`config.mk`:
```
export PLATFORM = sky130hd
export DESIGN_NAME = id_gpr_file
export DESIGN_NICKNAME = d
export VERILOG_FILES = /design/src/id_pkg.sv /design/src/id_gpr_file.sv
export VERILOG_INCLUDE_DIRS = /design/src
export SDC_FILE = /design/constraint.sdc
export NUM_CORES = 2
export LEC_CHECK = 0
export BUFFER_PORTS_ARGS = -buffer_cell sky130_fd_sc_hd__buf_2
export CAP_MARGIN = 20
export CORE_MARGIN = 1.5
export CORE_UTILIZATION = 65
export DETAILED_ROUTE_END_ITERATION = 10
export HOLD_SLACK_MARGIN = 0.08
export MAX_ROUTING_LAYER = met4
export PLACE_DENSITY = 0.82
export SYNTH_ARGS = -nofsm -noshare
export SYNTH_HDL_FRONTEND = slang
export SYNTH_SLANG_ARGS = --single-unit
```
`constraint.sdc`:
```
create_clock -name i_clk -period 4.6 [get_ports i_clk]
set_input_delay 0.92 -clock i_clk [delete_from_list [all_inputs] [get_ports i_clk]]
set_output_delay 0.92 -clock i_clk [all_outputs]
set_load 0.05 [all_outputs]
```
`src/id_params.svh`:
```
// rv64 widths with 32-bit instructions and three pipeline stages behind decode
`ifndef ID_PARAMS_SVH
`define ID_PARAMS_SVH

// data path and pc
`define XLEN 64

// fetched instruction word
`define INST_W 32

// general registers
`define GPR_ADDR_W 5
`define GPR_COUNT 32

// execute, memory and write-back
`define LATER_STAGES 3

// a0 carries the ebreak result code
`define EBREAK_SRC_REG 10

`endif

```
`src/id_pkg.sv`:
```
// shared decode stage types, sized by id_params.svh and matched to the bus layouts of fetch and execute
`default_nettype none

`include "id_params.svh"

package id_pkg;

  typedef logic [`XLEN-1:0] xlen_t;
  typedef logic [`INST_W-1:0] inst_t;
  typedef logic [`GPR_ADDR_W-1:0] gpr_addr_t;

  typedef enum logic [3:0] {
    ALU_ADD,
    ALU_SUB,
    ALU_SLL,
    ALU_SLT,
    ALU_SLTU,
    ALU_XOR,
    ALU_SRL,
    ALU_SRA,
    ALU_OR,
    ALU_AND,
    ALU_PASS_B  // lui
  } alu_op_e;

  // same encoding as funct3 of loads and stores
  typedef enum logic [2:0] {
    MEM_B  = 3'd0,
    MEM_H  = 3'd1,
    MEM_W  = 3'd2,
    MEM_D  = 3'd3,
    MEM_BU = 3'd4,
    MEM_HU = 3'd5,
    MEM_WU = 3'd6
  } mem_op_e;

  typedef struct packed {
    inst_t inst;
    xlen_t pc;
  } fs_to_ds_t;

  typedef struct packed {
    logic      wen;
    gpr_addr_t waddr;
    xlen_t     wdata;
  } rf_wr_t;

  typedef struct packed {
    logic  taken;
    xlen_t target;
  } br_t;

  typedef struct packed {
    gpr_addr_t  rs1;
    gpr_addr_t  rs2;
    gpr_addr_t  rd;
    logic       uses_rs1;
    logic       uses_rs2;
    xlen_t      imm;          // sign extended
    logic       is_branch;
    logic       is_jal;
    logic       is_jalr;
    logic [2:0] br_func;
    logic       alu_src1_pc;
    logic       alu_src2_imm;
    logic       alu_word;     // 32-bit op, result sign extended
    alu_op_e    alu_op;
    logic       gpr_wen;
    logic       mem_ren;
    logic       mem_wen;
    mem_op_e    mem_op;
    logic       ebreak;
    logic       invalid;
  } decode_t;

  typedef struct packed {
    xlen_t     rs1data;
    xlen_t     rs2data;
    xlen_t     imm;
    xlen_t     pc;
    logic      alu_src1_pc;
    logic      alu_src2_imm;
    logic      alu_word;
    alu_op_e   alu_op;
    gpr_addr_t rd;
    logic      gpr_wen;
    logic      mem_ren;
    logic      mem_wen;
    mem_op_e   mem_op;
    logic      ebreak;
    logic      invalid;
  } ds_to_es_t;

endpackage

`default_nettype wire

```
`src/id_gpr_file.sv`:
```
// reads are combinational with no write bypass, so a same-cycle write shows only next cycle
`timescale 1ns/1ps
`default_nettype none

`include "id_params.svh"

module id_gpr_file (
  input  logic              i_clk,
  input  logic              i_arst_n,
  input  id_pkg::gpr_addr_t i_raddr1,
  output id_pkg::xlen_t     o_rdata1,
  input  id_pkg::gpr_addr_t i_raddr2,
  output id_pkg::xlen_t     o_rdata2,
  input  id_pkg::rf_wr_t    i_wr
);

  id_pkg::xlen_t regs [1:`GPR_COUNT-1];  // x0 is not stored

  always_ff @(posedge i_clk or negedge i_arst_n) begin
    if (!i_arst_n) begin
      for (int i = 1; i < `GPR_COUNT; i++) begin
        regs[i] <= '0;
      end
    end else if (i_wr.wen && i_wr.waddr != '0) begin
      regs[i_wr.waddr] <= i_wr.wdata;
    end
  end

  assign o_rdata1 = (i_raddr1 == '0) ? '0 : regs[i_raddr1];
  assign o_rdata2 = (i_raddr2 == '0) ? '0 : regs[i_raddr2];

endmodule

`default_nettype wire

```
==> qor.txt <==
Worst path cell trace = buf_8, nor2b_4, buf_12, buf_4, a221oi_1, nor3_1, a31oi_1, o21ai_0, buf_4, buf_2
Dpl cell area = 112000 um^2
Max Used Layer = met4
Seq/Total Area, Yosys = 46.5%
Post-Route WL = 335000 um
Crit path max-delay cell type = o21ai_0
Post-synth EDFFs = 0
First-pass GRT wire length = 498000 um
PD cells = 444 nW/um^2
CTS buffer count = 203
Register-to-register setup slack = 3.75 ns
Largest family of logic cells by synthesized area = multiplexers
Worst setup path startpoint = i_raddr2[1]
Longest Clk Path Bufs = 3
Number of DRC markers in iteration 0 = 10218
Initial antenna violation count = 27
Largest area contributor in the netlist = dfrtp_1
Worst setup path category = in2out
Biggest regs = regs (1984)
Post-synth ARST share = 100%
Max Fclk = 0.219 GHz
Adder-cell area share of the yosys netlist = 0%
Resize count post-CTS = 0
Critical Path Sink Type = output port
DR vias = 73668
Max_cap viols = 0
Hpwl dp = 192000 um
Top reg by flops = regs
Met1 WL = 124000 um
Synth Area per Inst = 14.3 um^2
Post-route DRC = 0
Die W = 408 um
Clock latency on the worst-skew pair = 0.87 ns
Final setup fails = 0
Synth warnings = 0
Post-route cell area = 119000 um^2
Synth Area in Compound Gates = 4.21%
Power Total = 52.9 mW
GRT Overall Usage = 41.5%
Routed vias/inst = 7.50
Min-Delay Path Class = reg2reg
CP max FO = 29
CP top delay family = buffers and inverters
CTS sink count = 1984
CORE AREA = 163000 um^2
Proportion of synthesized area in mux cells = 43.2%
Fin Clk Skew = 0 ns
Largest register FFs = 1984
Cell with the most instances after synthesis = mux2_2
Util after Layout = 73.3%
RSZ-0062 raised after global routing = false
Die height = 408 um
Fin. Hold Viols = 0
RD Place Congestion = 0.876
Crit path buf inv count = 5
Status = finished, final reports clean
Prevailing post-synth register cell = dfrtp_1
H-Tree Depth = 4
Met3 wire length = 39800 um
Clock period minus final worst setup slack = 4.56 ns
Buffers on Ports = 209
Synth top cells by count = mux2_2 (2178), dfrtp_1 (1984), mux4_2 (748)
Clk root buf = clkbuf_16
Slew HR = 26.4%
# nets final = 7524
Die area = 167000 um^2
Simple-Gate Fraction of Synth Area = 2.69%
Net Count, Synth = 7531
Clock transition at path regs = 0.06 ns
# rows = 148
Synth Instances = 7449
Hold path startpoint = regs[587]$_DFFE_PN0P_
TritonCTS clock tree = done
Layout cell share with drive strength beyond 1 = 51.5%
Worst Path Arrival = 3.64 ns
Critical path's most frequent cell = buf_4
Synth unique cells = 44
Worst-Margin Slew = 1.10 ns
Final period util = 99.2%
Xor and xnor area share after synthesis = 0%
Post-Syn Area = 107000 um^2
Post-CTS setup buffer count = 0
Largest cells by area after synthesis = dfrtp_1 (47%), mux2_2 (23%), mux4_2 (16%)
Starting Density = 65.5%
Req. time, crit path = 3.68 ns
Critical path launch point type = input pin
Synth Register Bits = 1984
GR Overflow Total = 0
Final TNS setup = 0 ns
I/O pin total = 210
DRT Pass-1 Iters = 5
Largest net degree at the start of global routing = 163
Post-synth top area share = 46.5%
Worst R2R Start = regs[705]$_DFFE_PN0P_
LEAKAGE = 52.7 nW
Metal2 WL = 153000 um
DR WL/cell = 34.1 um
Vias in the first global route = 74931
Crit-path max cell delay = 0.61 ns
DRT antenna net count = 0
Max Slew Vio Count = 0
Cts hold-fix bufs = 1
Layout area overhead = 11.8%
Maximum vdd drop = 0.457 mV
-- path summary, 6_finish.rpt --
kind	end	cells past startpoint
hold reg to reg	regs[587]$_DFFE_PN0P_	1
max in group asynchronous	regs[1078]$_DFFE_PN0P_	4
setup reg to reg	regs[705]$_DFFE_PN0P_	1
min in group asynchronous	regs[1699]$_DFFE_PN0P_	2
hold / removal	regs[587]$_DFFE_PN0P_	1
setup / recovery	o_rdata2[62]	10
-- per-layer routing --
layer / track usage (%) / vias up
met3: 10.5 / 1231
met2: 60.6 / 5147
met4: 19.9 / 0
li1: - / 28478
met1: 54.9 / 38812
met5: - / -
-- cell usage in the layout, fill, tap and decap left out, types with 121 or more instances in the layout --
cell type and count:
mux2i_1 458, a21oi_1 121, buf_4 244, buf_12 154, mux4_2 748, mux2_2 2178, dfrtp_1 1984, clkbuf_16 204
buf_2 182, nand2_1 239
-- power breakdown --
part           switching [mW]  internal [mW]  leakage (nW)
clock                    7.32           10.2          3.53
combinational            5.26           6.55          23.8
sequential               2.70           20.9          25.4
total                    15.3           37.6          52.7
-- final cells by class --
class	count	area, um^2
flip-flops and latches	1984	49600
fillers	9792	43500
clock inverters	80	1090
inverters	1	6.26
diodes	34	85.1
well taps	2175	2720
repair buffers	590	5970
clock buffers	294	6040
multi-input cells	4662	53700
-- cells by family (layout without fill, tap and decap cells) --
kind of cell / count (synthesis) / after routing
buffers and inverters: 803 / 965
DFF: 1984 / 1984
and+or+nand+nor: 620 / 620
other: 0 / 34
AOI/OAI and AO/OA: 651 / 651
muxes: 3391 / 3391
-- through the flow --
stage / setup WS, ns / instances / hold WS [ns]
floorplan: 0.397 / 7449 / 0.491
global placement: 0.213 / 9411 / 0.499
detailed placement: 0.279 / 9411 / 0.510
CTS: 0.223 / 9786 / 0.524
global route: 0.0911 / 9811 / 0.533
finish: 0.0370 / 9820 / 0.522
Power figures use the tool's default switching activity.
