### config.mk
export PLATFORM = sky130hd
export DESIGN_NAME = id_branch_unit
export DESIGN_NICKNAME = d
export VERILOG_FILES = /design/src/id_pkg.sv /design/src/id_branch_unit.sv
export VERILOG_INCLUDE_DIRS = /design/src
export SDC_FILE = /design/constraint.sdc
export NUM_CORES = 1
export LEC_CHECK = 0
export BUFFER_PORTS_ARGS = -buffer_cell sky130_fd_sc_hd__buf_2
export CAP_MARGIN = 40
export CORE_ASPECT_RATIO = 0.8
export CORE_MARGIN = 2
export CORE_UTILIZATION = 40
export DETAILED_ROUTE_END_ITERATION = 6
export PLACE_DENSITY = 0.74
export SYNTH_ARGS = -nofsm -noshare
export SYNTH_HDL_FRONTEND = slang
export SYNTH_SLANG_ARGS = --single-unit
### constraint.sdc
create_clock -name vclk -period 5.2
set_input_delay 1.3 -clock vclk [all_inputs]
set_output_delay 1.3 -clock vclk [all_outputs]
set_load 0.03 [all_outputs]
### src/id_params.svh
// rv64 widths with 32-bit instructions and three pipeline stages behind decode
`ifndef ID_PARAMS_SVH
`define ID_PARAMS_SVH

// data path and pc
`define XLEN 64

// fetched instruction word
`define INST_W 32

// general registers
`define GPR_ADDR_W 5
`define GPR_COUNT 32

// execute, memory and write-back
`define LATER_STAGES 3

// a0 carries the ebreak result code
`define EBREAK_SRC_REG 10

`endif

### src/id_pkg.sv
// shared decode stage types, sized by id_params.svh and matched to the bus layouts of fetch and execute
`default_nettype none

`include "id_params.svh"

package id_pkg;

  typedef logic [`XLEN-1:0] xlen_t;
  typedef logic [`INST_W-1:0] inst_t;
  typedef logic [`GPR_ADDR_W-1:0] gpr_addr_t;

  typedef enum logic [3:0] {
    ALU_ADD,
    ALU_SUB,
    ALU_SLL,
    ALU_SLT,
    ALU_SLTU,
    ALU_XOR,
    ALU_SRL,
    ALU_SRA,
    ALU_OR,
    ALU_AND,
    ALU_PASS_B  // lui
  } alu_op_e;

  // same encoding as funct3 of loads and stores
  typedef enum logic [2:0] {
    MEM_B  = 3'd0,
    MEM_H  = 3'd1,
    MEM_W  = 3'd2,
    MEM_D  = 3'd3,
    MEM_BU = 3'd4,
    MEM_HU = 3'd5,
    MEM_WU = 3'd6
  } mem_op_e;

  typedef struct packed {
    inst_t inst;
    xlen_t pc;
  } fs_to_ds_t;

  typedef struct packed {
    logic      wen;
    gpr_addr_t waddr;
    xlen_t     wdata;
  } rf_wr_t;

  typedef struct packed {
    logic  taken;
    xlen_t target;
  } br_t;

  typedef struct packed {
    gpr_addr_t  rs1;
    gpr_addr_t  rs2;
    gpr_addr_t  rd;
    logic       uses_rs1;
    logic       uses_rs2;
    xlen_t      imm;          // sign extended
    logic       is_branch;
    logic       is_jal;
    logic       is_jalr;
    logic [2:0] br_func;
    logic       alu_src1_pc;
    logic       alu_src2_imm;
    logic       alu_word;     // 32-bit op, result sign extended
    alu_op_e    alu_op;
    logic       gpr_wen;
    logic       mem_ren;
    logic       mem_wen;
    mem_op_e    mem_op;
    logic       ebreak;
    logic       invalid;
  } decode_t;

  typedef struct packed {
    xlen_t     rs1data;
    xlen_t     rs2data;
    xlen_t     imm;
    xlen_t     pc;
    logic      alu_src1_pc;
    logic      alu_src2_imm;
    logic      alu_word;
    alu_op_e   alu_op;
    gpr_addr_t rd;
    logic      gpr_wen;
    logic      mem_ren;
    logic      mem_wen;
    mem_op_e   mem_op;
    logic      ebreak;
    logic      invalid;
  } ds_to_es_t;

endpackage

`default_nettype wire

### src/id_branch_unit.sv
// raw branch and jump resolution, the result is not yet qualified by stage valid or stall
`timescale 1ns/1ps
`default_nettype none

module id_branch_unit (
  input  id_pkg::decode_t i_dec,
  input  id_pkg::xlen_t   i_pc,
  input  id_pkg::xlen_t   i_rs1data,
  input  id_pkg::xlen_t   i_rs2data,
  output id_pkg::br_t     o_br
);

  id_pkg::xlen_t pc_target;
  id_pkg::xlen_t reg_target;
  logic          eq;
  logic          lt;
  logic          ltu;
  logic          cond;

  assign pc_target  = i_pc + i_dec.imm;
  assign reg_target = (i_rs1data + i_dec.imm) & ~id_pkg::xlen_t'(1);  // jalr drops bit 0

  assign eq  = (i_rs1data == i_rs2data);
  assign lt  = ($signed(i_rs1data) < $signed(i_rs2data));
  assign ltu = (i_rs1data < i_rs2data);

  always_comb begin
    case (i_dec.br_func)
      3'b000:  cond = eq;    // beq
      3'b001:  cond = !eq;   // bne
      3'b100:  cond = lt;
      3'b101:  cond = !lt;
      3'b110:  cond = ltu;
      3'b111:  cond = !ltu;
      default: cond = 1'b0;  // not a branch encoding
    endcase
  end

  always_comb begin
    o_br.taken  = 1'b0;
    o_br.target = pc_target;
    if (i_dec.is_jal) begin
      o_br.taken = 1'b1;
    end else if (i_dec.is_jalr) begin
      o_br.taken  = 1'b1;
      o_br.target = reg_target;
    end else if (i_dec.is_branch) begin
      o_br.taken = cond;
    end
  end

endmodule

`default_nettype wire

==> reports/qor.txt <==
initial core utilization - 0.4085
Layout Cells excl Fill - 2488
failing checks - setup timing
Max Freq - 169.1 MHz
gpl congestion - 0.9392
GRT Total Usage - 0.3278
Pwr Total - 2.567 mW
Reg area - 0 um2
Max VDD drop - 0.1621 mV
vias in the first global route - 13880
net switching power - 1.360 mW
Die H - 142.6 um
clock share of power - 0
Syn-to-layout area delta - 78.62%
post-synthesis cell area - 0.009608 mm2
IO buf count - 327
first-pass GRT wire length - 68000 um
post-synth top area share - 0.2461
Leak - 9.010 nW
crit path kind - in -> out
num sequential - 0
Mapped Nets - 1896
Nets - 2663
CP Capture Type - output pin
CP Launch Type - input port
core area - 0.02352 mm2
Setup violations, final - 49
Place WS - -823.6 ps
finished layout cell area - 0.01716 mm2
post-placement cell count - 2420
share of the core filled with cells - 0.7296
combinational fraction of design power - 1.000
largest net degree at the start of global routing - 34
Slew @ Worst Pin - 568.1 ps
Syn Inst Count - 1411
Seq pwr share - 0
fraction of layout cells with a size suffix above 1 - 0.4858
Worst Hold Class - in -> out
Hold Vio Cnt, Final - 0
Worst Hold Launch - i_dec[18]
remaining design rule violation count - 0
# diodes - 0
period utilisation layout - 1.137
antenna-violating nets left - 0
Sw Ratio - 0.5298
gr ovfl total - 0
router iterations before antenna repair - 7
hpwl dp - 35500 um
Tmin final - 5913 ps
synth top area cells - ha_1 (25%), a21o_1 (10%), a21oi_1 (9.4%)
Initial DRC Count - 1030
die area - 0.02528 mm2
Vias/cell - 5.751
row cnt - 50
routed via count - 14310
internal power - 1.207 mW
post-synthesis sequential area ratio - 0
Hold Crit Depth - 4
dpl cell area - 0.01484 mm2
CTS Hold Bufs - 0
initial antenna violation count - 1
RSZ-0062 raised after global routing - true
run status - complete, but fails checks
Worst Hold Path EP - o_br[64]
Ys Warns - 0
post-synthesis cell type count - 74
Die X - 177.3 um
clkbuf count - 0
setup ws final - -713.2 ps
Req. time, crit path - 3900 ps
TNS Setup - -17800 ps
CP max FO - 2
Slew Limit Fails - 0
Power Density - 149.6 mW/mm2
wire per inst - 18.57 um
post-synth top area cell - ha_1
final WL - 46190 um
Avg Synthesized Cell Area - 6.809 um2
hold_ws - 2959 ps
total of max-cap violations - 0
io pins - 359
Worst slew margin - 0.6173
crit path DAT - 4610 ps
==> power groups by stage <==
stage	registers (mW)	logic, mW	clock network [mW]
floorplan	0	1.23	0
global placement	0	2.06	0
detailed placement	0	2.09	0
CTS	0	2.38	0
global route	0	2.73	0
finish	0	2.57	0
==> per-layer routing <==
metal	track usage	vias to the layer above	share of wire
met3	0.03461	134	0.077
met2	0.5808	731	0.48
li1	-	6772	-
met1	0.4193	6670	0.41
met5	0	-	0.00019
met4	0.09405	2	0.033
==> layout by cell type (no fill, tap or decap), types with 6 or more instances in the layout <==
cell,netlist,layout
buf_4,0,447
buf_2,3,267
ha_1,189,165
a21o_1,129,129
a21oi_1,180,112
nor2_1,112,105
nand2_1,100,96
inv_1,95,93
buf_6,0,93
a21oi_2,2,58
o21ai_0,84,48
xnor2_1,58,46
nand4_1,42,42
xor2_1,51,42
nand3_1,34,28
ha_4,0,21
o21a_1,20,20
o21ai_2,2,20
o21bai_1,24,20
nor3_1,25,19
o21ai_1,7,18
nor2b_1,16,15
nand2b_1,18,15
a21oi_4,0,12
xnor2_2,0,11
a211oi_1,16,10
o211ai_1,9,9
and3_1,13,9
and2_1,10,8
a31oi_1,9,8
xor2_2,0,8
o31ai_4,1,7
o21ai_4,0,7
a211oi_2,0,6
or3_1,8,6
==> logic make-up after synthesis <==
group                    count (synthesis)  synth area share
AO/OA/AOI/OAI                          557            0.3808
AND/OR/NAND/NOR                        405            0.2056
buffers and inverters                  141           0.05548
multiplexers                             8          0.008465
XOR/XNOR                               109           0.09936
adder cells (fa/ha/maj)                191            0.2503
==> area by class of cell <==
class | count | area [um2]
Timing Repair Buffer | 811 | 5809
Tap cell | 312 | 390.4
Multi-Input combinational cell | 1270 | 10600
Inverter | 95 | 359.1
Fill cell | 1735 | 6361
==> Yosys cell counts (24+ instances only) <==
master    instances
ha_1            189
a21oi_1         180
a21o_1          129
nor2_1          112
nand2_1         100
inv_1            95
o21ai_0          84
xnor2_1          58
xor2_1           51
nand4_1          42
clkbuf_1         38
nand3_1          34
nor3_1           25
o21bai_1         24
==> timing repair <==
action                                 in CTS  in global routing
pin swaps                                 122                109
gates cloned                                0                  0
setup endpoints to repair                  48                 52
setup buffers                              56                 35
endpoints found under the hold margin       0                  0
gates resized for setup                   292                128
==> worst max-delay path by stage <==
| stage | to | slack, ps | from | depth (start not counted) |
|---|---|---|---|---|
| 2_1_floorplan | o_br[62] | -280 | i_dec[21] | 14 |
| 3_3_place_gp | o_br[62] | -770 | i_dec[21] | 16 |
| 3_5_place_dp | o_br[61] | -820 | i_dec[23] | 15 |
| 4_1_cts | o_br[62] | -630 | i_dec[21] | 16 |
| 5_1_grt | o_br[18] | -830 | i_dec[21] | 23 |
| 6_report | o_br[62] | -710 | i_dec[21] | 16 |
==> worst max-delay path, cell delays in order <==
cell and delay [ps]:
buf_8 80, ha_4 130, inv_2 30, fa_2 330, and2b_1 230, o2111ai_2 120, a2111o_1 450, a31o_4 280
a21o_1 190, a2111o_1 440, a21oi_2 240, o21bai_2 110, a21oi_2 160, nor3_1 90, o31ai_4 260, buf_6 170
No activity file was read; power rests on OpenSTA's default activity.
