==> config.mk <==
export PLATFORM = sky130hd
export DESIGN_NAME = id_stage_ctrl
export DESIGN_NICKNAME = d
export VERILOG_FILES = /design/src/id_pkg.sv /design/src/id_stage_ctrl.sv
export VERILOG_INCLUDE_DIRS = /design/src
export SDC_FILE = /design/constraint.sdc
export NUM_CORES = 1
export LEC_CHECK = 0
export ABC_AREA = 1
export ABC_CLOCK_PERIOD_IN_PS = 3400
export BUFFER_PORTS_ARGS = -buffer_cell sky130_fd_sc_hd__buf_2
export CAP_MARGIN = 20
export CORE_AREA = 2 2 127 129
export DETAILED_ROUTE_END_ITERATION = 6
export DIE_AREA = 0 0 129 131
export HOLD_SLACK_MARGIN = 0.02
export PLACE_DENSITY = 0.68
export SYNTH_ARGS = -nofsm -noshare
export SYNTH_HDL_FRONTEND = slang
export SYNTH_SLANG_ARGS = --single-unit
==> constraint.sdc <==
create_clock -name i_clk -period 3.4 [get_ports i_clk]
set_input_delay 0.17 -clock i_clk [delete_from_list [all_inputs] [get_ports i_clk]]
set_output_delay 0.17 -clock i_clk [all_outputs]
set_load 0.02 [all_outputs]
==> src/id_params.svh <==
// rv64 widths with 32-bit instructions and three pipeline stages behind decode
`ifndef ID_PARAMS_SVH
`define ID_PARAMS_SVH

// data path and pc
`define XLEN 64

// fetched instruction word
`define INST_W 32

// general registers
`define GPR_ADDR_W 5
`define GPR_COUNT 32

// execute, memory and write-back
`define LATER_STAGES 3

// a0 carries the ebreak result code
`define EBREAK_SRC_REG 10

`endif

==> src/id_pkg.sv <==
// shared decode stage types, sized by id_params.svh and matched to the bus layouts of fetch and execute
`default_nettype none

`include "id_params.svh"

package id_pkg;

  typedef logic [`XLEN-1:0] xlen_t;
  typedef logic [`INST_W-1:0] inst_t;
  typedef logic [`GPR_ADDR_W-1:0] gpr_addr_t;

  typedef enum logic [3:0] {
    ALU_ADD,
    ALU_SUB,
    ALU_SLL,
    ALU_SLT,
    ALU_SLTU,
    ALU_XOR,
    ALU_SRL,
    ALU_SRA,
    ALU_OR,
    ALU_AND,
    ALU_PASS_B  // lui
  } alu_op_e;

  // same encoding as funct3 of loads and stores
  typedef enum logic [2:0] {
    MEM_B  = 3'd0,
    MEM_H  = 3'd1,
    MEM_W  = 3'd2,
    MEM_D  = 3'd3,
    MEM_BU = 3'd4,
    MEM_HU = 3'd5,
    MEM_WU = 3'd6
  } mem_op_e;

  typedef struct packed {
    inst_t inst;
    xlen_t pc;
  } fs_to_ds_t;

  typedef struct packed {
    logic      wen;
    gpr_addr_t waddr;
    xlen_t     wdata;
  } rf_wr_t;

  typedef struct packed {
    logic  taken;
    xlen_t target;
  } br_t;

  typedef struct packed {
    gpr_addr_t  rs1;
    gpr_addr_t  rs2;
    gpr_addr_t  rd;
    logic       uses_rs1;
    logic       uses_rs2;
    xlen_t      imm;          // sign extended
    logic       is_branch;
    logic       is_jal;
    logic       is_jalr;
    logic [2:0] br_func;
    logic       alu_src1_pc;
    logic       alu_src2_imm;
    logic       alu_word;     // 32-bit op, result sign extended
    alu_op_e    alu_op;
    logic       gpr_wen;
    logic       mem_ren;
    logic       mem_wen;
    mem_op_e    mem_op;
    logic       ebreak;
    logic       invalid;
  } decode_t;

  typedef struct packed {
    xlen_t     rs1data;
    xlen_t     rs2data;
    xlen_t     imm;
    xlen_t     pc;
    logic      alu_src1_pc;
    logic      alu_src2_imm;
    logic      alu_word;
    alu_op_e   alu_op;
    gpr_addr_t rd;
    logic      gpr_wen;
    logic      mem_ren;
    logic      mem_wen;
    mem_op_e   mem_op;
    logic      ebreak;
    logic      invalid;
  } ds_to_es_t;

endpackage

`default_nettype wire

==> src/id_stage_ctrl.sv <==
// the redirect stays up while execute back-pressures, so fetch must hold its offer until taken
`timescale 1ns/1ps
`default_nettype none

`include "id_params.svh"

module id_stage_ctrl (
  input  logic                     i_clk,
  input  logic                     i_arst_n,
  input  logic                     i_fs_valid,
  input  id_pkg::fs_to_ds_t        i_fs_bus,
  output logic                     o_ds_allowin,
  input  logic                     i_es_allowin,
  input  logic [`LATER_STAGES-1:0] i_hits,
  input  id_pkg::br_t              i_br_raw,
  output id_pkg::br_t              o_br,
  output logic                     o_ds_valid_go,
  output id_pkg::fs_to_ds_t        o_inst_bus
);

  logic              ds_valid;
  logic              ready_go;
  logic              fs_accept;
  logic              br_taken;
  logic              br_squash;
  id_pkg::fs_to_ds_t inst_bus_r;

  assign ready_go      = ~|i_hits;  // wait out pending writes
  assign o_ds_allowin  = !ds_valid || (ready_go && i_es_allowin);
  assign o_ds_valid_go = ds_valid && ready_go;
  assign fs_accept     = i_fs_valid && o_ds_allowin;

  // redirect only from a live instruction with its operands ready
  assign br_taken = o_ds_valid_go && i_br_raw.taken;
  assign o_br     = '{taken: br_taken, target: i_br_raw.target};

  // wrong-path fetch
  assign br_squash = br_taken && (i_fs_bus.pc != i_br_raw.target);

  always_ff @(posedge i_clk or negedge i_arst_n) begin
    if (!i_arst_n) begin
      ds_valid <= 1'b0;
    end else if (o_ds_allowin) begin
      ds_valid <= i_fs_valid && !br_squash;
    end
  end

  always_ff @(posedge i_clk) begin
    if (fs_accept) begin
      inst_bus_r <= i_fs_bus;
    end
  end

  assign o_inst_bus = inst_bus_r;

endmodule

`default_nettype wire

==> summary.txt <==
wire length reported by the detailed router -> 13700 um
Fin Clk Skew -> 0.00914 ns
Placer Congestion -> 0.831
category of the critical setup timing path -> in -> reg
share of synthesized cell area in and, or, nand and nor gates -> 19.0%
Antenna Violating Nets Remaining -> 0
maximum level of the CTS H-tree -> 3
ratio of cells with drive above 1 in the final layout -> 40.8%
combinational family with the most area after synthesis -> simple AND/OR/NAND/NOR gates
WL/cell -> 12.8 um
register area share after synthesis -> 61.6%
CTS tree -> built
starting DRC count in detailed routing -> 129
Final Hold Violating Endpoints -> 0
Worst Tran Pin Value -> 0.556 ns
number of instances resized during post-cts repair -> 0
Final setup violation count -> 0
adder and majority cell fraction of the synthesized area -> 0%
Avg Cell Area, Syn -> 9.56 um^2
post-layout min period -> 1.79 ns
clock latency on the worst-skew pair -> 0.35 ns
count of non-filler cells in the finished layout -> 1077
Cell variety after synth -> 11
clk root buf -> clkbuf_16
parity-gate share of the synthesized area counting xor and xnor cells -> 1.85%
compound-cell area share of the yosys netlist -> 0.185%
Setup crit start kind -> primary input
most common cell after layout, fill and taps aside -> buf_2
antenna diode count -> 0
post-CTS setup buffer count -> 0
first-pass GRT wire length -> 18900 um
Post-DP Area -> 6180 um^2
ratio of routed vias to standard cells -> 3.97
upper clock frequency limit -> 0.559 GHz
Leak Pwr -> 3.79 nW
vias in the first global route -> 3854
post-route cell area -> 7340 um^2
Total Die Area -> 16900 um^2
initial core utilization -> 30.3%
ratio of total power to cell area -> 397 nW/um^2
FF+latch area -> 2910 um^2
post-synthesis instance area -> 4720 um^2
leading cell types in the layout, fill and taps excluded -> buf_2 (330), nand2_1 (144), edfxtp_1 (96)
number of antenna violations at the first check in global routing -> 0
total power of the final layout -> 2.92 mW
synthesized netlist net count -> 662
Final HPWL DP -> 10300 um
data arrival time of the critical path -> 1.80 ns
number of buffers added by the clock tree synthesis step -> 9
height of the chip -> 131 um
total of fill cells in the finished design -> 1476
Max IR drop VDD -> 0.190 mV
crit end category -> flip-flop
Synth warnings -> 0
hold-fix buffers at CTS -> 84
Slew Limit Fails -> 0
placed cells -> 976
clock slew at the register clock pins of the worst setup and hold paths -> 0.06 ns
area of combinational cells with multiple inputs -> 995 um^2
growth of design area from synthesis to finish -> 55.5%
critical-path maximum fanout -> 58
grt total ovfl -> 0
final worst hold slack -> 0.0390 ns
number of flip-flops and latches in the synthesized netlist -> 97
r2r worst-path depth -> 3
floorplan row count -> 46
max-cap viol count -> 0
final net count -> 1024
unrepaired setup endpoints after global routing -> false
multiplexer share of the synthesized area -> 0%
detailed-routing iteration count for the pre-antenna-repair pass -> 4
gate count of the mapped netlist -> 494
placeable core region -> 15600 um^2
Max transition margin -> 62.9%
vias -> 4278
share of the clock period used by the worst path after layout -> 52.6%
buffer levels on the longest clock path -> 2
largest net degree at the start of global routing -> 59
number of clock sinks -> 97
final total negative setup slack -> 0 ns
num ports -> 331
HP Class -> in -> reg
remaining design rule violation count -> 0
Overall Global Routing Usage -> 15.0%
required time reported for the critical path endpoint -> 3.41 ns
run status -> finished clean
width of the chip -> 129 um
Hold Crit Depth -> 1
total of buffers placed on input and output ports -> 330
==> Yosys cell counts (all sizes together) <==
| cell type | instances | area share [%] |
|---|---|---|
| nand2 | 144 | 11 |
| nor3b | 1 | 0.40 |
| edfxtp | 96 | 61 |
| buf | 65 | 10 |
| inv | 89 | 7.1 |
| o21ai | 1 | 0.19 |
| nor2 | 85 | 6.8 |
| or3 | 1 | 0.24 |
| and2 | 1 | 0.13 |
| dfrtp | 1 | 0.53 |
| xor2 | 10 | 1.9 |
==> per-layer routing <==
layer  track usage [%]  routed length, um  vias up
met5                 0                  0        -
met4              6.14                278        0
li1                  -                  -     2167
met2              29.1               7260      212
met3              4.64               1170       19
met1              14.8               5020     1880
==> metrics by stage <==
step | util [%] | setup slack, ns
6_report | 47.1 | 1.61
2_1_floorplan | - | 0.835
3_5_place_dp | 39.6 | 1.25
4_1_cts | 47.0 | 1.62
5_1_grt | 47.1 | 1.53
3_3_place_gp | 39.6 | 1.29
==> final timing paths <==
path,from,end,slack (ns)
setup / recovery,i_hits[2],o_inst_bus[44],1.61
hold / removal,i_fs_bus[10],o_inst_bus[10],0.04
setup reg to reg,ds_valid,o_inst_bus[44],1.66
hold reg to reg,ds_valid,ds_valid,0.52
max in group asynchronous,i_arst_n,ds_valid,3.20
min in group asynchronous,i_arst_n,ds_valid,0.12
==> critical path, cell delays in order <==
cell and delay [ns]:
buf_2 0.11, or3_4 0.42, o21ai_2 0.17, and2_4 0.52, buf_12 0.36
==> kinds of logic after synthesis <==
family,after synthesis
buf+inv,154
compound gates,1
simple gates,232
flops,97
xor+xnor,10
==> flip-flops by register name, summed over array words and instances (netlist names) <==
name,count
ds_valid,1
o_inst_bus,96
==> cell type report <==
class                           count  area share, %
Timing Repair Buffer              416           34.4
Inverter                           89           4.55
Clock buffer                        9           3.07
Clock inverter                      7           1.18
Sequential cell                    97           39.6
Multi-Input combinational cell    243           13.6
Tap cell                          216           3.68
==> report_power, final <==
| part | switching [mW] | internal, mW |
|---|---|---|
| sequential | 0.00656 | 1.35 |
| clock | 0.475 | 0.586 |
| combinational | 0.274 | 0.225 |
| total | 0.755 | 2.16 |
Power figures use the tool's default switching activity.
