==> src/id_params.svh <==
// rv64 widths with 32-bit instructions and three pipeline stages behind decode
`ifndef ID_PARAMS_SVH
`define ID_PARAMS_SVH

// data path and pc
`define XLEN 64

// fetched instruction word
`define INST_W 32

// general registers
`define GPR_ADDR_W 5
`define GPR_COUNT 32

// execute, memory and write-back
`define LATER_STAGES 3

// a0 carries the ebreak result code
`define EBREAK_SRC_REG 10

`endif

==> src/id_pkg.sv <==
// shared decode stage types, sized by id_params.svh and matched to the bus layouts of fetch and execute
`default_nettype none

`include "id_params.svh"

package id_pkg;

  typedef logic [`XLEN-1:0] xlen_t;
  typedef logic [`INST_W-1:0] inst_t;
  typedef logic [`GPR_ADDR_W-1:0] gpr_addr_t;

  typedef enum logic [3:0] {
    ALU_ADD,
    ALU_SUB,
    ALU_SLL,
    ALU_SLT,
    ALU_SLTU,
    ALU_XOR,
    ALU_SRL,
    ALU_SRA,
    ALU_OR,
    ALU_AND,
    ALU_PASS_B  // lui
  } alu_op_e;

  // same encoding as funct3 of loads and stores
  typedef enum logic [2:0] {
    MEM_B  = 3'd0,
    MEM_H  = 3'd1,
    MEM_W  = 3'd2,
    MEM_D  = 3'd3,
    MEM_BU = 3'd4,
    MEM_HU = 3'd5,
    MEM_WU = 3'd6
  } mem_op_e;

  typedef struct packed {
    inst_t inst;
    xlen_t pc;
  } fs_to_ds_t;

  typedef struct packed {
    logic      wen;
    gpr_addr_t waddr;
    xlen_t     wdata;
  } rf_wr_t;

  typedef struct packed {
    logic  taken;
    xlen_t target;
  } br_t;

  typedef struct packed {
    gpr_addr_t  rs1;
    gpr_addr_t  rs2;
    gpr_addr_t  rd;
    logic       uses_rs1;
    logic       uses_rs2;
    xlen_t      imm;          // sign extended
    logic       is_branch;
    logic       is_jal;
    logic       is_jalr;
    logic [2:0] br_func;
    logic       alu_src1_pc;
    logic       alu_src2_imm;
    logic       alu_word;     // 32-bit op, result sign extended
    alu_op_e    alu_op;
    logic       gpr_wen;
    logic       mem_ren;
    logic       mem_wen;
    mem_op_e    mem_op;
    logic       ebreak;
    logic       invalid;
  } decode_t;

  typedef struct packed {
    xlen_t     rs1data;
    xlen_t     rs2data;
    xlen_t     imm;
    xlen_t     pc;
    logic      alu_src1_pc;
    logic      alu_src2_imm;
    logic      alu_word;
    alu_op_e   alu_op;
    gpr_addr_t rd;
    logic      gpr_wen;
    logic      mem_ren;
    logic      mem_wen;
    mem_op_e   mem_op;
    logic      ebreak;
    logic      invalid;
  } ds_to_es_t;

endpackage

`default_nettype wire

==> src/id_hazard_match.sv <==
// one later stage only, a destination of x0 never counts as a pending write
`timescale 1ns/1ps
`default_nettype none

module id_hazard_match (
  input  id_pkg::gpr_addr_t i_dest,
  input  id_pkg::decode_t   i_dec,
  output logic              o_hit
);

  logic dest_pending;
  logic rs1_hit;
  logic rs2_hit;

  assign dest_pending = (i_dest != '0);

  // only sources the instruction really reads
  assign rs1_hit = i_dec.uses_rs1 && (i_dest == i_dec.rs1);
  assign rs2_hit = i_dec.uses_rs2 && (i_dest == i_dec.rs2);

  assign o_hit = dest_pending && (rs1_hit || rs2_hit);

endmodule

`default_nettype wire

==> config.mk <==
export PLATFORM = sky130hd
export DESIGN_NAME = id_hazard_match
export DESIGN_NICKNAME = d
export VERILOG_FILES = /design/src/id_pkg.sv /design/src/id_hazard_match.sv
export VERILOG_INCLUDE_DIRS = /design/src
export SDC_FILE = /design/constraint.sdc
export NUM_CORES = 1
export LEC_CHECK = 0
export BUFFER_PORTS_ARGS = -buffer_cell sky130_fd_sc_hd__clkbuf_2
export CAP_MARGIN = 25
export CORE_AREA = 2 2 41 43
export DETAILED_ROUTE_END_ITERATION = 10
export DIE_AREA = 0 0 43 45
export MAX_ROUTING_LAYER = met4
export PLACE_DENSITY = 0.89
export SLEW_MARGIN = 20
export SYNTH_ARGS = -nofsm -noshare
export SYNTH_HDL_FRONTEND = slang
export SYNTH_SLANG_ARGS = --single-unit
==> constraint.sdc <==
create_clock -name vclk -period 1
set_clock_uncertainty 0.1 [all_clocks]
set_input_delay 0.05 -clock vclk [all_inputs]
set_output_delay 0.05 -clock vclk [all_outputs]
set_load 0.05 [all_outputs]
==> summary.txt, run 1 <==
Run status
  • Status: finished, violations left
  • Failing checks: setup timing

Power
  • Sw Pwr: 48.6 uW
  • Peak supply drop: 0.0000983 V
  • Leak: 0.138 nW
  • Net Sw Frac: 42.8%
  • Power density cells: 373 nW/um^2
  • Combinational Power Share: 100.0%
  • Flop pwr share: 0%
  • Clock Power Share: 0%
  • Internal Power: 64.9 uW
  • Final Power: 113 uW

Floorplanning
  • Initial Util: 9.01%
  • Num rows: 14
  • Die height: 45 um
  • Die Wd: 43 um
  • Full die area: 1940 um^2
  • Ports: 108
  • Core box area: 1470 um^2

CTS
  • # hold bufs at CTS: 0
  • Post-CTS setup buffer count: 0

Worst setup path
  • Crit Path Class: primary input to output port
  • Worst-path cell chain: buf_6 > xor2_1 > nor4_1 > nand3_1 > a21oi_4 > buf_8
  • Critical Path RT: 0.85 ns
  • Nature of the critical path endpoint: output port
  • WP data arrival: 1.05 ns
  • Max incr delay on CP: 0.26 ns
  • CP max stage cell: nor4_1
  • Setup crit start kind: primary input
  • Worst-path fanout max: 1

GRT
  • Vias in the first global route: 227
  • Total GRT Usage: 5.78%
  • GRT overflow: 0
  • Largest net degree at the start of global routing: 4
  • First-pass GRT wire length: 848 um
  • Initial antenna violation count: 0

Cells and area
  • Layout cells sized above 1: 61.1%
  • Cell Count, Final, Fillers Out: 52
  • Post-layout instance area: 304 um^2
  • Fillers: 171
  • Seq_cells: 0
  • Final core utilization: 20.7%
  • Diodes inserted: 0
  • Area delta synth->final: 129%
  • NumNets Final: 145
  • Sequential cell area: 0 um^2
  • Clk_buf instances: 0

Flow run
  • Max Cap Viol: 0

Synth
  • Most instantiated cells after synthesis: xor2_1, nand3_1, xnor2_1
  • Dominant cells by area after synthesis: xor2_1, xnor2_1, nor4_2
  • Most frequent cell after synthesis: xor2_1
  • Synth area leader: xor2_1
  • Share of the synthesized area in the top cell type: 52.8%
  • Post-synthesis cell type count: 8
  • Area of the mapped netlist: 133 um^2
  • Gate Count Post-Synth: 17
  • Register area share after synthesis: 0%
  • Avg Cell Area, Syn: 7.80 um^2
  • Syn Nets: 124
  • Yosys Warn Count: 0

STA
  • Worst-Margin Slew: 0.212 ns
  • Slew Limit Fails: 0
  • Peak Freq: 833 MHz
  • Relative slew slack: 85.8%
  • RSZ-0062 raised after global routing: true
  • Final Hold Viols: 0
  • Final Cycle Share: 120%
  • Final WS setup: -0.201 ns
  • Fin crit period: 1.20 ns
  • Setup violations, final: 1

Route
  • Vias: 209
  • Residual DRC count: 0
  • Post-DR wirelength/cell: 9.85 um
  • Drt pass-1 iters: 1
  • Routed WL: 512 um
  • Iteration-0 DRC Markers: 0
  • Via density per instance: 4.02
  • Antenna Nets Post-Route: 0

Min path
  • Worst Hold Class: primary input to output port

Placement
  • Post-DP HPWL: 471 um
  • Placed instance count: 52
  • RePlAce Congestion: 0.654
  • Area of placed instances: 262 um^2
  • Port bufs: 18
  • Pre-CTS WS: -0.342 ns
[cells by family after synthesis]
family | share of synthesized area (%)
xor+xnor | 66.0
compound gates | 3.77
simple gates | 30.2
[worst max-delay path, delay by kind of cell]
kind | cells | cell delay, ns
xor gates and xnor gates | 1 | 0.15
buffers and inverters | 2 | 0.25
AOI/OAI and AO/OA | 1 | 0.19
and+or+nand+nor | 2 | 0.42
[timing repair]
action,CTS,global route
gates resized for setup,4,10
endpoints found under the setup margin,1,1
pin swaps,7,6
[cells in the final DEF, fill, tap and decap left out, types with 2 or more instances in the layout]
| master | netlist | routed |
|---|---|---|
| clkbuf_2 | 0 | 12 |
| xor2_1 | 8 | 8 |
| buf_6 | 0 | 3 |
| xnor2_1 | 2 | 2 |
| nand3_1 | 2 | 2 |
| buf_4 | 0 | 2 |
[power by group through the flow]
stage               clock (mW)  sequential (mW)  combinational (mW)
detailed placement           0                0              0.0983
finish                       0                0               0.113
floorplan                    0                0              0.0434
global route                 0                0               0.122
CTS                          0                0               0.105
global placement             0                0              0.0940
[area by class of cell]
type | instances | area, um^2 | area share [%]
Multi-Input combinational cell | 17 | 146 | 48.1
Tap cell | 16 | 20.0 | 6.58
Timing Repair Buffer | 19 | 138 | 45.3
[layer usage]
layer | up-vias | wire (um) | share of wire, % | GRT usage, %
met5 | - | 0 | 0 | -
met4 | 0 | 0 | 0 | 0
met3 | 0 | 51 | 10 | 0
met2 | 16 | 324 | 63 | 14.5
met1 | 93 | 135 | 26 | 4.58
li1 | 100 | - | - | -
[stage by stage]
| stage | setup TNS [ns] | hold slack (ns) |
|---|---|---|
| floorplan | -0.105 | 0.212 |
| global placement | -0.309 | 0.469 |
| detailed placement | -0.342 | 0.471 |
| CTS | -0.241 | 0.414 |
| global route | -0.246 | 0.417 |
| finish | -0.201 | 0.393 |
[final timing paths]
kind | start | end | cells after the start
max | i_dec[98] | o_hit | 6
min | i_dec[85] | o_hit | 4
(Power assumes the default switching activity.)
==> inputs of run 2 (changes only) <==
==> constraint.sdc (replaced) <==
create_clock -name vclk -period 1.5
set_clock_uncertainty 0.1 [all_clocks]
set_input_delay 0.075 -clock vclk [all_inputs]
set_output_delay 0.075 -clock vclk [all_outputs]
set_load 0.05 [all_outputs]
==> run 2 against run 1 <==
Net effect:
- the flow now finishes without violations
- power is 47% lower
- setup slack improved by 0.35 ns
- flip-flop and latch count did not move
- first-iteration DRC count unchanged
- critical path depth is the same
- global-route usage decreased by 0.95 points
- largest power group unchanged
- non-clock buffer count fell by 1
- sequential share of layout area unchanged
- via count decreased by 3.3%
- count of clock-buffer cells in the layout stayed put
==> summary.txt, run 2 (same netlist as run 1, synthesis figures left out) <==
Run status
  • Status: completed

Floorplanning
  • Die Wd: 43 um
  • Initial Util: 9.01%
  • Full die area: 1940 um^2
  • Num rows: 14
  • Core box area: 1470 um^2
  • Die height: 45 um
  • Ports: 108

Power
  • Power density cells: 245 nW/um^2
  • Final Power: 60.4 uW
  • Leak: 0.121 nW
  • Peak supply drop: 0.0000694 V

Cells and area
  • Cell Count, Final, Fillers Out: 51
  • Final core utilization: 16.8%
  • Seq_cells: 0
  • Most common cell after layout, fill and taps aside: clkbuf_2
  • Layout cells sized above 1: 57.1%
  • Fillers: 178
  • Post-layout instance area: 246 um^2
  • Most frequent cells in the layout: clkbuf_2, xor2_1, xnor2_1, nand3_1
  • Clk_buf instances: 0
  • Sequential cell area: 0 um^2
  • NumNets Final: 144
  • Area delta synth->final: 85.8%
  • Diodes inserted: 0
  • Multi-input combinational cell area: 136 um^2

CTS
  • Post_cts resized: 0
  • # hold bufs at CTS: 0
  • Post-CTS setup buffer count: 0

Route
  • Vias: 202
  • Routed WL: 426 um
  • Drt pass-1 iters: 1
  • Iteration-0 DRC Markers: 0
  • Post-DR wirelength/cell: 8.35 um
  • Antenna Nets Post-Route: 0
  • Residual DRC count: 0
  • Via density per instance: 3.96

Worst setup path
  • CP max stage cell: nor4_1
  • Crit path top cell by count: clkbuf_2
  • Setup crit start kind: primary input
  • CP top delay family: simple AND/OR/NAND/NOR gates
  • Nature of the critical path endpoint: output port
  • Max incr delay on CP: 0.28 ns
  • Crit Path Class: primary input to output port
  • Critical Path RT: 1.32 ns
  • Worst-path fanout max: 3
  • WP data arrival: 1.17 ns
  • Buf/Inv on CP: 2
  • Worst-path cell chain: clkbuf_2 > xor2_1 > nor4_1 > nand3_1 > a21oi_2 > clkbuf_2

GRT
  • First-pass GRT wire length: 731 um
  • Initial antenna violation count: 0
  • Largest net degree at the start of global routing: 4
  • Vias in the first global route: 180
  • Total GRT Usage: 4.83%
  • GRT overflow: 0

STA
  • Final Cycle Share: 90.0%
  • Slew Limit Fails: 0
  • Fin crit period: 1.35 ns
  • Setup TNS: 0 ns
  • Worst-Margin Slew: 0.280 ns
  • Peak Freq: 741 MHz
  • Final Hold Viols: 0
  • RSZ-0062 raised after global routing: false
  • Setup violations, final: 0
  • Relative slew slack: 81.4%

Placement
  • Port bufs: 18
  • RePlAce Congestion: 0.655
  • Placed instance count: 51
  • Area of placed instances: 246 um^2

Flow run
  • Max Cap Viol: 0

Min path
  • Worst Hold Class: primary input to output port
run 2: cell count changes in the layout (fill, tap and decap cells not counted):
cell | previous run | this run
a21oi_2 | 0 | 1
buf_8 | 1 | 0
clkbuf_8 | 1 | 0
nor2_1 | 0 | 1
buf_6 | 3 | 0
nor2_2 | 1 | 0
clkbuf_2 | 12 | 18
buf_4 | 2 | 0
a21oi_4 | 1 | 0
run 2: report_power, final:
part / switching, mW / total, mW / internal (mW)
clock network: 0 / 0 / 0
logic: 0.0290 / 0.0604 / 0.0315
registers: 0 / 0 / 0
run 2: final cells by class:
class                      count  area share (%)
timing repair buffer          18            36.5
tap                           16            8.12
multi-input combinational     17            55.3
run 2: routing by layer:
metal  global-route usage (%)  share of wire, %  vias up  routed length [um]
met1                     5.78                31       92                 134
met5                        -                 0        -                   0
met3                        0                11        0                  46
met4                        0                 0        0                   0
met2                     9.70                58       13                 245
li1                         -                 -       97                   -
run 2: per-stage QoR:
| stage | setup WS, ns | hold slack, ns |
|---|---|---|
| 2_1_floorplan | 0.235 | 0.272 |
| 3_3_place_gp | 0.163 | 0.481 |
| 3_5_place_dp | 0.152 | 0.485 |
| 4_1_cts | 0.150 | 0.486 |
| 5_1_grt | 0.0856 | 0.498 |
| 6_report | 0.150 | 0.483 |
run 2: path summary, 6_finish.rpt:
check	startpoint	to	slack [ns]	depth (start not counted)
worst max-delay path	i_dest[1]	o_hit	0.15	6
worst min-delay path	i_dec[86]	o_hit	0.48	4
