[config.mk]
export PLATFORM = sky130hd
export DESIGN_NAME = id_decoder
export DESIGN_NICKNAME = d
export VERILOG_FILES = /design/src/id_pkg.sv /design/src/id_decoder.sv
export VERILOG_INCLUDE_DIRS = /design/src
export SDC_FILE = /design/constraint.sdc
export NUM_CORES = 1
export LEC_CHECK = 0
export ABC_AREA = 1
export BUFFER_PORTS_ARGS = -buffer_cell sky130_fd_sc_hd__clkbuf_2
export CAP_MARGIN = 0
export CELL_PAD_IN_SITES_DETAIL_PLACEMENT = 1
export CELL_PAD_IN_SITES_GLOBAL_PLACEMENT = 1
export CORE_UTILIZATION = 23
export DETAILED_ROUTE_END_ITERATION = 6
export GPL_TIMING_DRIVEN = 0
export PLACE_DENSITY = 0.95
export SETUP_SLACK_MARGIN = 0.3
export SLEW_MARGIN = 25
export SYNTH_ARGS = -nofsm -noshare
export SYNTH_HDL_FRONTEND = slang
export SYNTH_SLANG_ARGS = --single-unit
[constraint.sdc]
create_clock -name vclk -period 3.8
set_clock_uncertainty 0.05 [all_clocks]
set_input_delay 0.76 -clock vclk [all_inputs]
set_output_delay 0.76 -clock vclk [all_outputs]
set_load 0.1 [all_outputs]
[src/id_params.svh]
// rv64 widths with 32-bit instructions and three pipeline stages behind decode
`ifndef ID_PARAMS_SVH
`define ID_PARAMS_SVH

// data path and pc
`define XLEN 64

// fetched instruction word
`define INST_W 32

// general registers
`define GPR_ADDR_W 5
`define GPR_COUNT 32

// execute, memory and write-back
`define LATER_STAGES 3

// a0 carries the ebreak result code
`define EBREAK_SRC_REG 10

`endif

[src/id_pkg.sv]
// shared decode stage types, sized by id_params.svh and matched to the bus layouts of fetch and execute
`default_nettype none

`include "id_params.svh"

package id_pkg;

  typedef logic [`XLEN-1:0] xlen_t;
  typedef logic [`INST_W-1:0] inst_t;
  typedef logic [`GPR_ADDR_W-1:0] gpr_addr_t;

  typedef enum logic [3:0] {
    ALU_ADD,
    ALU_SUB,
    ALU_SLL,
    ALU_SLT,
    ALU_SLTU,
    ALU_XOR,
    ALU_SRL,
    ALU_SRA,
    ALU_OR,
    ALU_AND,
    ALU_PASS_B  // lui
  } alu_op_e;

  // same encoding as funct3 of loads and stores
  typedef enum logic [2:0] {
    MEM_B  = 3'd0,
    MEM_H  = 3'd1,
    MEM_W  = 3'd2,
    MEM_D  = 3'd3,
    MEM_BU = 3'd4,
    MEM_HU = 3'd5,
    MEM_WU = 3'd6
  } mem_op_e;

  typedef struct packed {
    inst_t inst;
    xlen_t pc;
  } fs_to_ds_t;

  typedef struct packed {
    logic      wen;
    gpr_addr_t waddr;
    xlen_t     wdata;
  } rf_wr_t;

  typedef struct packed {
    logic  taken;
    xlen_t target;
  } br_t;

  typedef struct packed {
    gpr_addr_t  rs1;
    gpr_addr_t  rs2;
    gpr_addr_t  rd;
    logic       uses_rs1;
    logic       uses_rs2;
    xlen_t      imm;          // sign extended
    logic       is_branch;
    logic       is_jal;
    logic       is_jalr;
    logic [2:0] br_func;
    logic       alu_src1_pc;
    logic       alu_src2_imm;
    logic       alu_word;     // 32-bit op, result sign extended
    alu_op_e    alu_op;
    logic       gpr_wen;
    logic       mem_ren;
    logic       mem_wen;
    mem_op_e    mem_op;
    logic       ebreak;
    logic       invalid;
  } decode_t;

  typedef struct packed {
    xlen_t     rs1data;
    xlen_t     rs2data;
    xlen_t     imm;
    xlen_t     pc;
    logic      alu_src1_pc;
    logic      alu_src2_imm;
    logic      alu_word;
    alu_op_e   alu_op;
    gpr_addr_t rd;
    logic      gpr_wen;
    logic      mem_ren;
    logic      mem_wen;
    mem_op_e   mem_op;
    logic      ebreak;
    logic      invalid;
  } ds_to_es_t;

endpackage

`default_nettype wire

[src/id_decoder.sv]
// decodes the rv64i subset with ebreak only from system, anything else comes out invalid
`timescale 1ns/1ps
`default_nettype none

`include "id_params.svh"

module id_decoder (
  input  id_pkg::inst_t   i_inst,
  output id_pkg::decode_t o_dec
);

  localparam logic [6:0] OPC_LUI       = 7'b0110111;
  localparam logic [6:0] OPC_AUIPC     = 7'b0010111;
  localparam logic [6:0] OPC_JAL       = 7'b1101111;
  localparam logic [6:0] OPC_JALR      = 7'b1100111;
  localparam logic [6:0] OPC_BRANCH    = 7'b1100011;
  localparam logic [6:0] OPC_LOAD      = 7'b0000011;
  localparam logic [6:0] OPC_STORE     = 7'b0100011;
  localparam logic [6:0] OPC_OP_IMM    = 7'b0010011;
  localparam logic [6:0] OPC_OP_IMM_32 = 7'b0011011;
  localparam logic [6:0] OPC_OP        = 7'b0110011;
  localparam logic [6:0] OPC_OP_32     = 7'b0111011;
  localparam logic [6:0] OPC_SYSTEM    = 7'b1110011;
  localparam id_pkg::inst_t INST_EBREAK = 32'h0010_0073;

  logic [6:0] opcode;
  logic [2:0] funct3;
  logic [6:0] funct7;
  id_pkg::xlen_t imm_i, imm_s, imm_b, imm_u, imm_j;
  logic r_f7_ok;     // funct7 legal for op / op-32
  logic w_f3_ok;     // funct3 exists in the 32-bit groups
  logic shamt6_ok;   // op-imm shifts take a 6-bit shamt

  assign opcode = i_inst[6:0];
  assign funct3 = i_inst[14:12];
  assign funct7 = i_inst[31:25];

  assign imm_i = {{(`XLEN-12){i_inst[31]}}, i_inst[31:20]};
  assign imm_s = {{(`XLEN-12){i_inst[31]}}, i_inst[31:25], i_inst[11:7]};
  assign imm_b = {{(`XLEN-13){i_inst[31]}}, i_inst[31], i_inst[7], i_inst[30:25],
                  i_inst[11:8], 1'b0};
  assign imm_u = {{(`XLEN-32){i_inst[31]}}, i_inst[31:12], 12'b0};
  assign imm_j = {{(`XLEN-21){i_inst[31]}}, i_inst[31], i_inst[19:12], i_inst[20],
                  i_inst[30:21], 1'b0};

  assign r_f7_ok = (funct7 == 7'b0) ||
                   (funct7 == 7'b0100000 && (funct3 == 3'b000 || funct3 == 3'b101));
  assign w_f3_ok = (funct3 == 3'b000) || (funct3 == 3'b001) || (funct3 == 3'b101);
  assign shamt6_ok = (funct3 == 3'b001) ? (i_inst[31:26] == 6'b0) :
                     (funct3 == 3'b101) ? (i_inst[31:26] == 6'b0 ||
                                           i_inst[31:26] == 6'b010000) : 1'b1;

  function automatic id_pkg::alu_op_e alu_op_of(input logic [2:0] f3, input logic alt);
    case (f3)
      3'b000:  alu_op_of = alt ? id_pkg::ALU_SUB : id_pkg::ALU_ADD;
      3'b001:  alu_op_of = id_pkg::ALU_SLL;
      3'b010:  alu_op_of = id_pkg::ALU_SLT;
      3'b011:  alu_op_of = id_pkg::ALU_SLTU;
      3'b100:  alu_op_of = id_pkg::ALU_XOR;
      3'b101:  alu_op_of = alt ? id_pkg::ALU_SRA : id_pkg::ALU_SRL;
      3'b110:  alu_op_of = id_pkg::ALU_OR;
      default: alu_op_of = id_pkg::ALU_AND;
    endcase
  endfunction

  always_comb begin
    o_dec          = '0;
    o_dec.rs1      = i_inst[19:15];
    o_dec.rs2      = i_inst[24:20];
    o_dec.rd       = i_inst[11:7];
    o_dec.br_func  = funct3;
    o_dec.alu_op   = id_pkg::ALU_ADD;
    o_dec.mem_op   = id_pkg::mem_op_e'(funct3);
    case (opcode)
      OPC_LUI: begin
        o_dec.imm          = imm_u;
        o_dec.alu_src2_imm = 1'b1;
        o_dec.alu_op       = id_pkg::ALU_PASS_B;
        o_dec.gpr_wen      = 1'b1;
      end
      OPC_AUIPC: begin
        o_dec.imm          = imm_u;
        o_dec.alu_src1_pc  = 1'b1;
        o_dec.alu_src2_imm = 1'b1;
        o_dec.gpr_wen      = 1'b1;
      end
      OPC_JAL, OPC_JALR: begin  // link is pc + 4
        o_dec.imm          = (opcode == OPC_JAL) ? imm_j : imm_i;
        o_dec.is_jal       = (opcode == OPC_JAL);
        o_dec.is_jalr      = (opcode == OPC_JALR);
        o_dec.uses_rs1     = (opcode == OPC_JALR);
        o_dec.alu_src1_pc  = 1'b1;
        o_dec.alu_src2_imm = 1'b1;
        o_dec.gpr_wen      = 1'b1;
        o_dec.invalid      = (opcode == OPC_JALR) && (funct3 != 3'b000);
      end
      OPC_BRANCH: begin
        o_dec.imm       = imm_b;
        o_dec.is_branch = 1'b1;
        o_dec.uses_rs1  = 1'b1;
        o_dec.uses_rs2  = 1'b1;
        o_dec.invalid   = (funct3[2:1] == 2'b01);
      end
      OPC_LOAD, OPC_STORE: begin
        o_dec.imm          = (opcode == OPC_LOAD) ? imm_i : imm_s;
        o_dec.uses_rs1     = 1'b1;
        o_dec.uses_rs2     = (opcode == OPC_STORE);
        o_dec.alu_src2_imm = 1'b1;
        o_dec.mem_ren      = (opcode == OPC_LOAD);
        o_dec.mem_wen      = (opcode == OPC_STORE);
        o_dec.gpr_wen      = (opcode == OPC_LOAD);
        o_dec.invalid      = (opcode == OPC_LOAD) ? (funct3 == 3'b111) : funct3[2];
      end
      OPC_OP_IMM, OPC_OP_IMM_32: begin
        o_dec.imm          = imm_i;
        o_dec.uses_rs1     = 1'b1;
        o_dec.alu_src2_imm = 1'b1;
        o_dec.gpr_wen      = 1'b1;
        o_dec.alu_word     = (opcode == OPC_OP_IMM_32);
        o_dec.alu_op       = alu_op_of(funct3, i_inst[30] && funct3 == 3'b101);
        if (opcode == OPC_OP_IMM) begin
          o_dec.invalid = !shamt6_ok;
        end else begin
          o_dec.invalid = !w_f3_ok || (funct3 != 3'b000 && !r_f7_ok);
        end
      end
      OPC_OP, OPC_OP_32: begin
        o_dec.uses_rs1 = 1'b1;
        o_dec.uses_rs2 = 1'b1;
        o_dec.gpr_wen  = 1'b1;
        o_dec.alu_word = (opcode == OPC_OP_32);
        o_dec.alu_op   = alu_op_of(funct3, funct7[5]);
        o_dec.invalid  = !r_f7_ok || (opcode == OPC_OP_32 && !w_f3_ok);
      end
      OPC_SYSTEM: begin
        if (i_inst == INST_EBREAK) begin
          o_dec.ebreak   = 1'b1;
          o_dec.rs1      = id_pkg::gpr_addr_t'(`EBREAK_SRC_REG);
          o_dec.uses_rs1 = 1'b1;
        end else begin
          o_dec.invalid = 1'b1;
        end
      end
      default: o_dec.invalid = 1'b1;
    endcase
    // invalid encodings must not write, redirect or stall
    if (o_dec.invalid) begin
      o_dec.uses_rs1  = 1'b0;
      o_dec.uses_rs2  = 1'b0;
      o_dec.is_branch = 1'b0;
      o_dec.is_jal    = 1'b0;
      o_dec.is_jalr   = 1'b0;
      o_dec.gpr_wen   = 1'b0;
      o_dec.mem_ren   = 1'b0;
      o_dec.mem_wen   = 1'b0;
    end
  end

endmodule

`default_nettype wire

==> qor.yml <==
placement:
  place_congestion: 0.881
  place_hpwl_um: 5830
  portBuffers: 132
  pre_cts_ws_ps: -91.1
  placed_area_um2: 2390
job:
  drv_cap: 0
detailed_routing:
  met3_length_um: 568
  dr.pass1.iters: 4
  vias: 2293
  top_layer: "met4"
  drc: 0
  routed_wl_um: 6970
  avgRoutedWirePerCell_um: 14.2
  antenna_left: 0
  vias_per_cell: 4.67
  drtIter0Drc: 59
  met2WireLength_um: 3560
  wirelength_met1_um: 2760
yosys:
  synth_largest_area_cell: "buf_4"
  synth_common_cells: "nand2_1, buf_4, nor2_1"
  syn-num-nets: 314
  syn_inst: 282
  ys_seq_area_frac: 0
  netlist_area_um2: 1460
  synth_xor_xnor_area_share: 0
  syn_area_per_cell_um2: 5.17
  synth_compound_gate_area_share: 0.134
  synth_top_family_by_area: "simple AND/OR/NAND/NOR gates"
  netlist.area_leader.share: 0.247
  synthSimpleGateAreaFrac: 0.496
  post-synth-top-count-cell: "nand2_1"
  synth_cell_types: 24
  synth_fa_ha_area_frac: 0
  yosysWarnings: 0
  synthMuxAreaShare: 0
  synthTopCellsByArea: "buf_4, nand2_1, nand3_1, nor2_1, inv_1"
sta:
  post-route-period-util: 0.883
  fmax_ghz: 0.298
  tightest_slew_ps: 569
  maxSlewHeadroom: 0.622
  hold_viol_final: 0
  hold_ws_ps: 2010
  rsz0062_at_grt: "yes"
  period_minus_slack_ps: 3360
  setup-tns-final_ps: 0
  finalSetupViolCount: 0
  drv_slew: 0
  post-route-worst-setup-slack_ps: 444
finish:
  clkbuf_count: 0
  nets: 450
  diodes: 0
  area_growth_syn_to_layout_pct: 72.4
  layout-drive-gt1-share: 0.553
  n_sequential_cell: 0
  final_area_um2: 2510
  regArea_um2: 0
worst_hold_path:
  hold-path-endpoint: "o_dec[101]"
  min_from: "i_inst[19]"
  hold_path_class: "primary input to primary output"
  whs_path_depth: 3
worst_setup_path:
  critPathTopFamily: "simple AND/OR/NAND/NOR gates"
  cp_data_required_time_ps: 2990
  crit_buf_inv: 4
  max_stage_delay_ps: 440
  cp_slowest_cell: "buf_2"
  critPathArrivalTime_ps: 2550
  cpMostUsedCell: "nand3_1"
  end_kind: "primary output"
  crit_chain: "clkbuf_2 > inv_1 > nand3_1 > nand3_1 > nand3_1 > nand2_1 > inv_1 > nor2_4 > nand3_4 > nor2_4 > buf_2"
  critPathKind: "primary input to primary output"
  cp_max_fo: 8
  cp-start-kind: "primary input"
clock_tree:
  hold_buffers: 0
global_routing:
  overflow: 0
  grt_max_degree: 18
  antenna_found_initial: 0
  grt_pass1_wl_um: 10100
  track_usage: 0.191
  grt_pass1_vias: 2122
run_status:
  status: "finished clean"
pwr:
  power_mw: 0.392
  leakage_nw: 1.49
  p_per_area_nw_per_um2: 156
  peakVddDrop_v: 0.0000976
floorplan:
  dieArea_um2: 6660
  initial_utilization: 0.242
  floorplan.rows: 28
  ioPinCount: 134
  core_um2: 6030
  die_y_um: 81.6
  die_w_um: 81.6
[power breakdown]
part | internal, mW | switching, mW
clock network | 0 | 0
registers | 0 | 0
logic | 0.0790 | 0.313
total | 0.0790 | 0.313
[cells in the final DEF (no fill, tap or decap), drive strengths merged]
cell type	synthesis	final
a21oi	3	3
a22oi	1	1
a31oi	2	2
buf	51	72
clkbuf	4	116
inv	38	38
nand2	65	65
nand3	28	28
nand4	4	4
nor2	54	54
nor3	4	4
o211ai	2	2
o21ai	23	24
o221ai	1	1
o31ai	1	1
or2	1	1
[metrics by stage]
stage               utilization  cells
CTS                       0.406    491
detailed placement        0.397    489
global route              0.417    491
finish                    0.417    491
floorplan                     -    282
global placement          0.397    489
[tightest hold or removal path: stages]
cell	delay [ps]
clkbuf_2	100
clkbuf_1	90
clkbuf_2	360
[cells by family after synthesis]
group / count (synthesis)
and+or+nand+nor: 156
buffers and inverters: 93
AOI/OAI and AO/OA: 33
[worst max-delay path by stage]
stage          startpoint   endpoint  slack (ps)  cells after the start
2_1_floorplan   i_inst[5]  o_dec[32]         120                      5
3_3_place_gp    i_inst[3]  o_dec[62]         -20                      9
3_5_place_dp    i_inst[3]  o_dec[68]         -90                      9
4_1_cts         i_inst[2]  o_dec[68]         290                     11
5_1_grt         i_inst[2]  o_dec[82]         270                     11
6_report       i_inst[13]   o_dec[7]         440                     11
[metal layers]
layer / up-vias / GRT usage
li1: 1119 / -
met4: 0 / 0.0211
met2: 105 / 0.379
met1: 1061 / 0.224
met5: - / 0
met3: 8 / 0.0189
[repair_timing]
item / 4_1_cts / 5_1_grt
endpoints found under the setup margin: 33 / 35
buffers inserted: 1 / 0
resized for setup: 8 / 72
gates cloned: 1 / 0
pin swaps: 2 / 0
[final cells by class]
cell class / instances / area (µm²)
Inverter: 38 / 148
Multi-Input combinational cell: 190 / 1030
Timing Repair Buffer: 133 / 763
Tap cell: 75 / 93.8
Buffer: 55 / 483
Fill cell: 855 / 3510
Note: power is estimated with default switching activity, not from simulation.
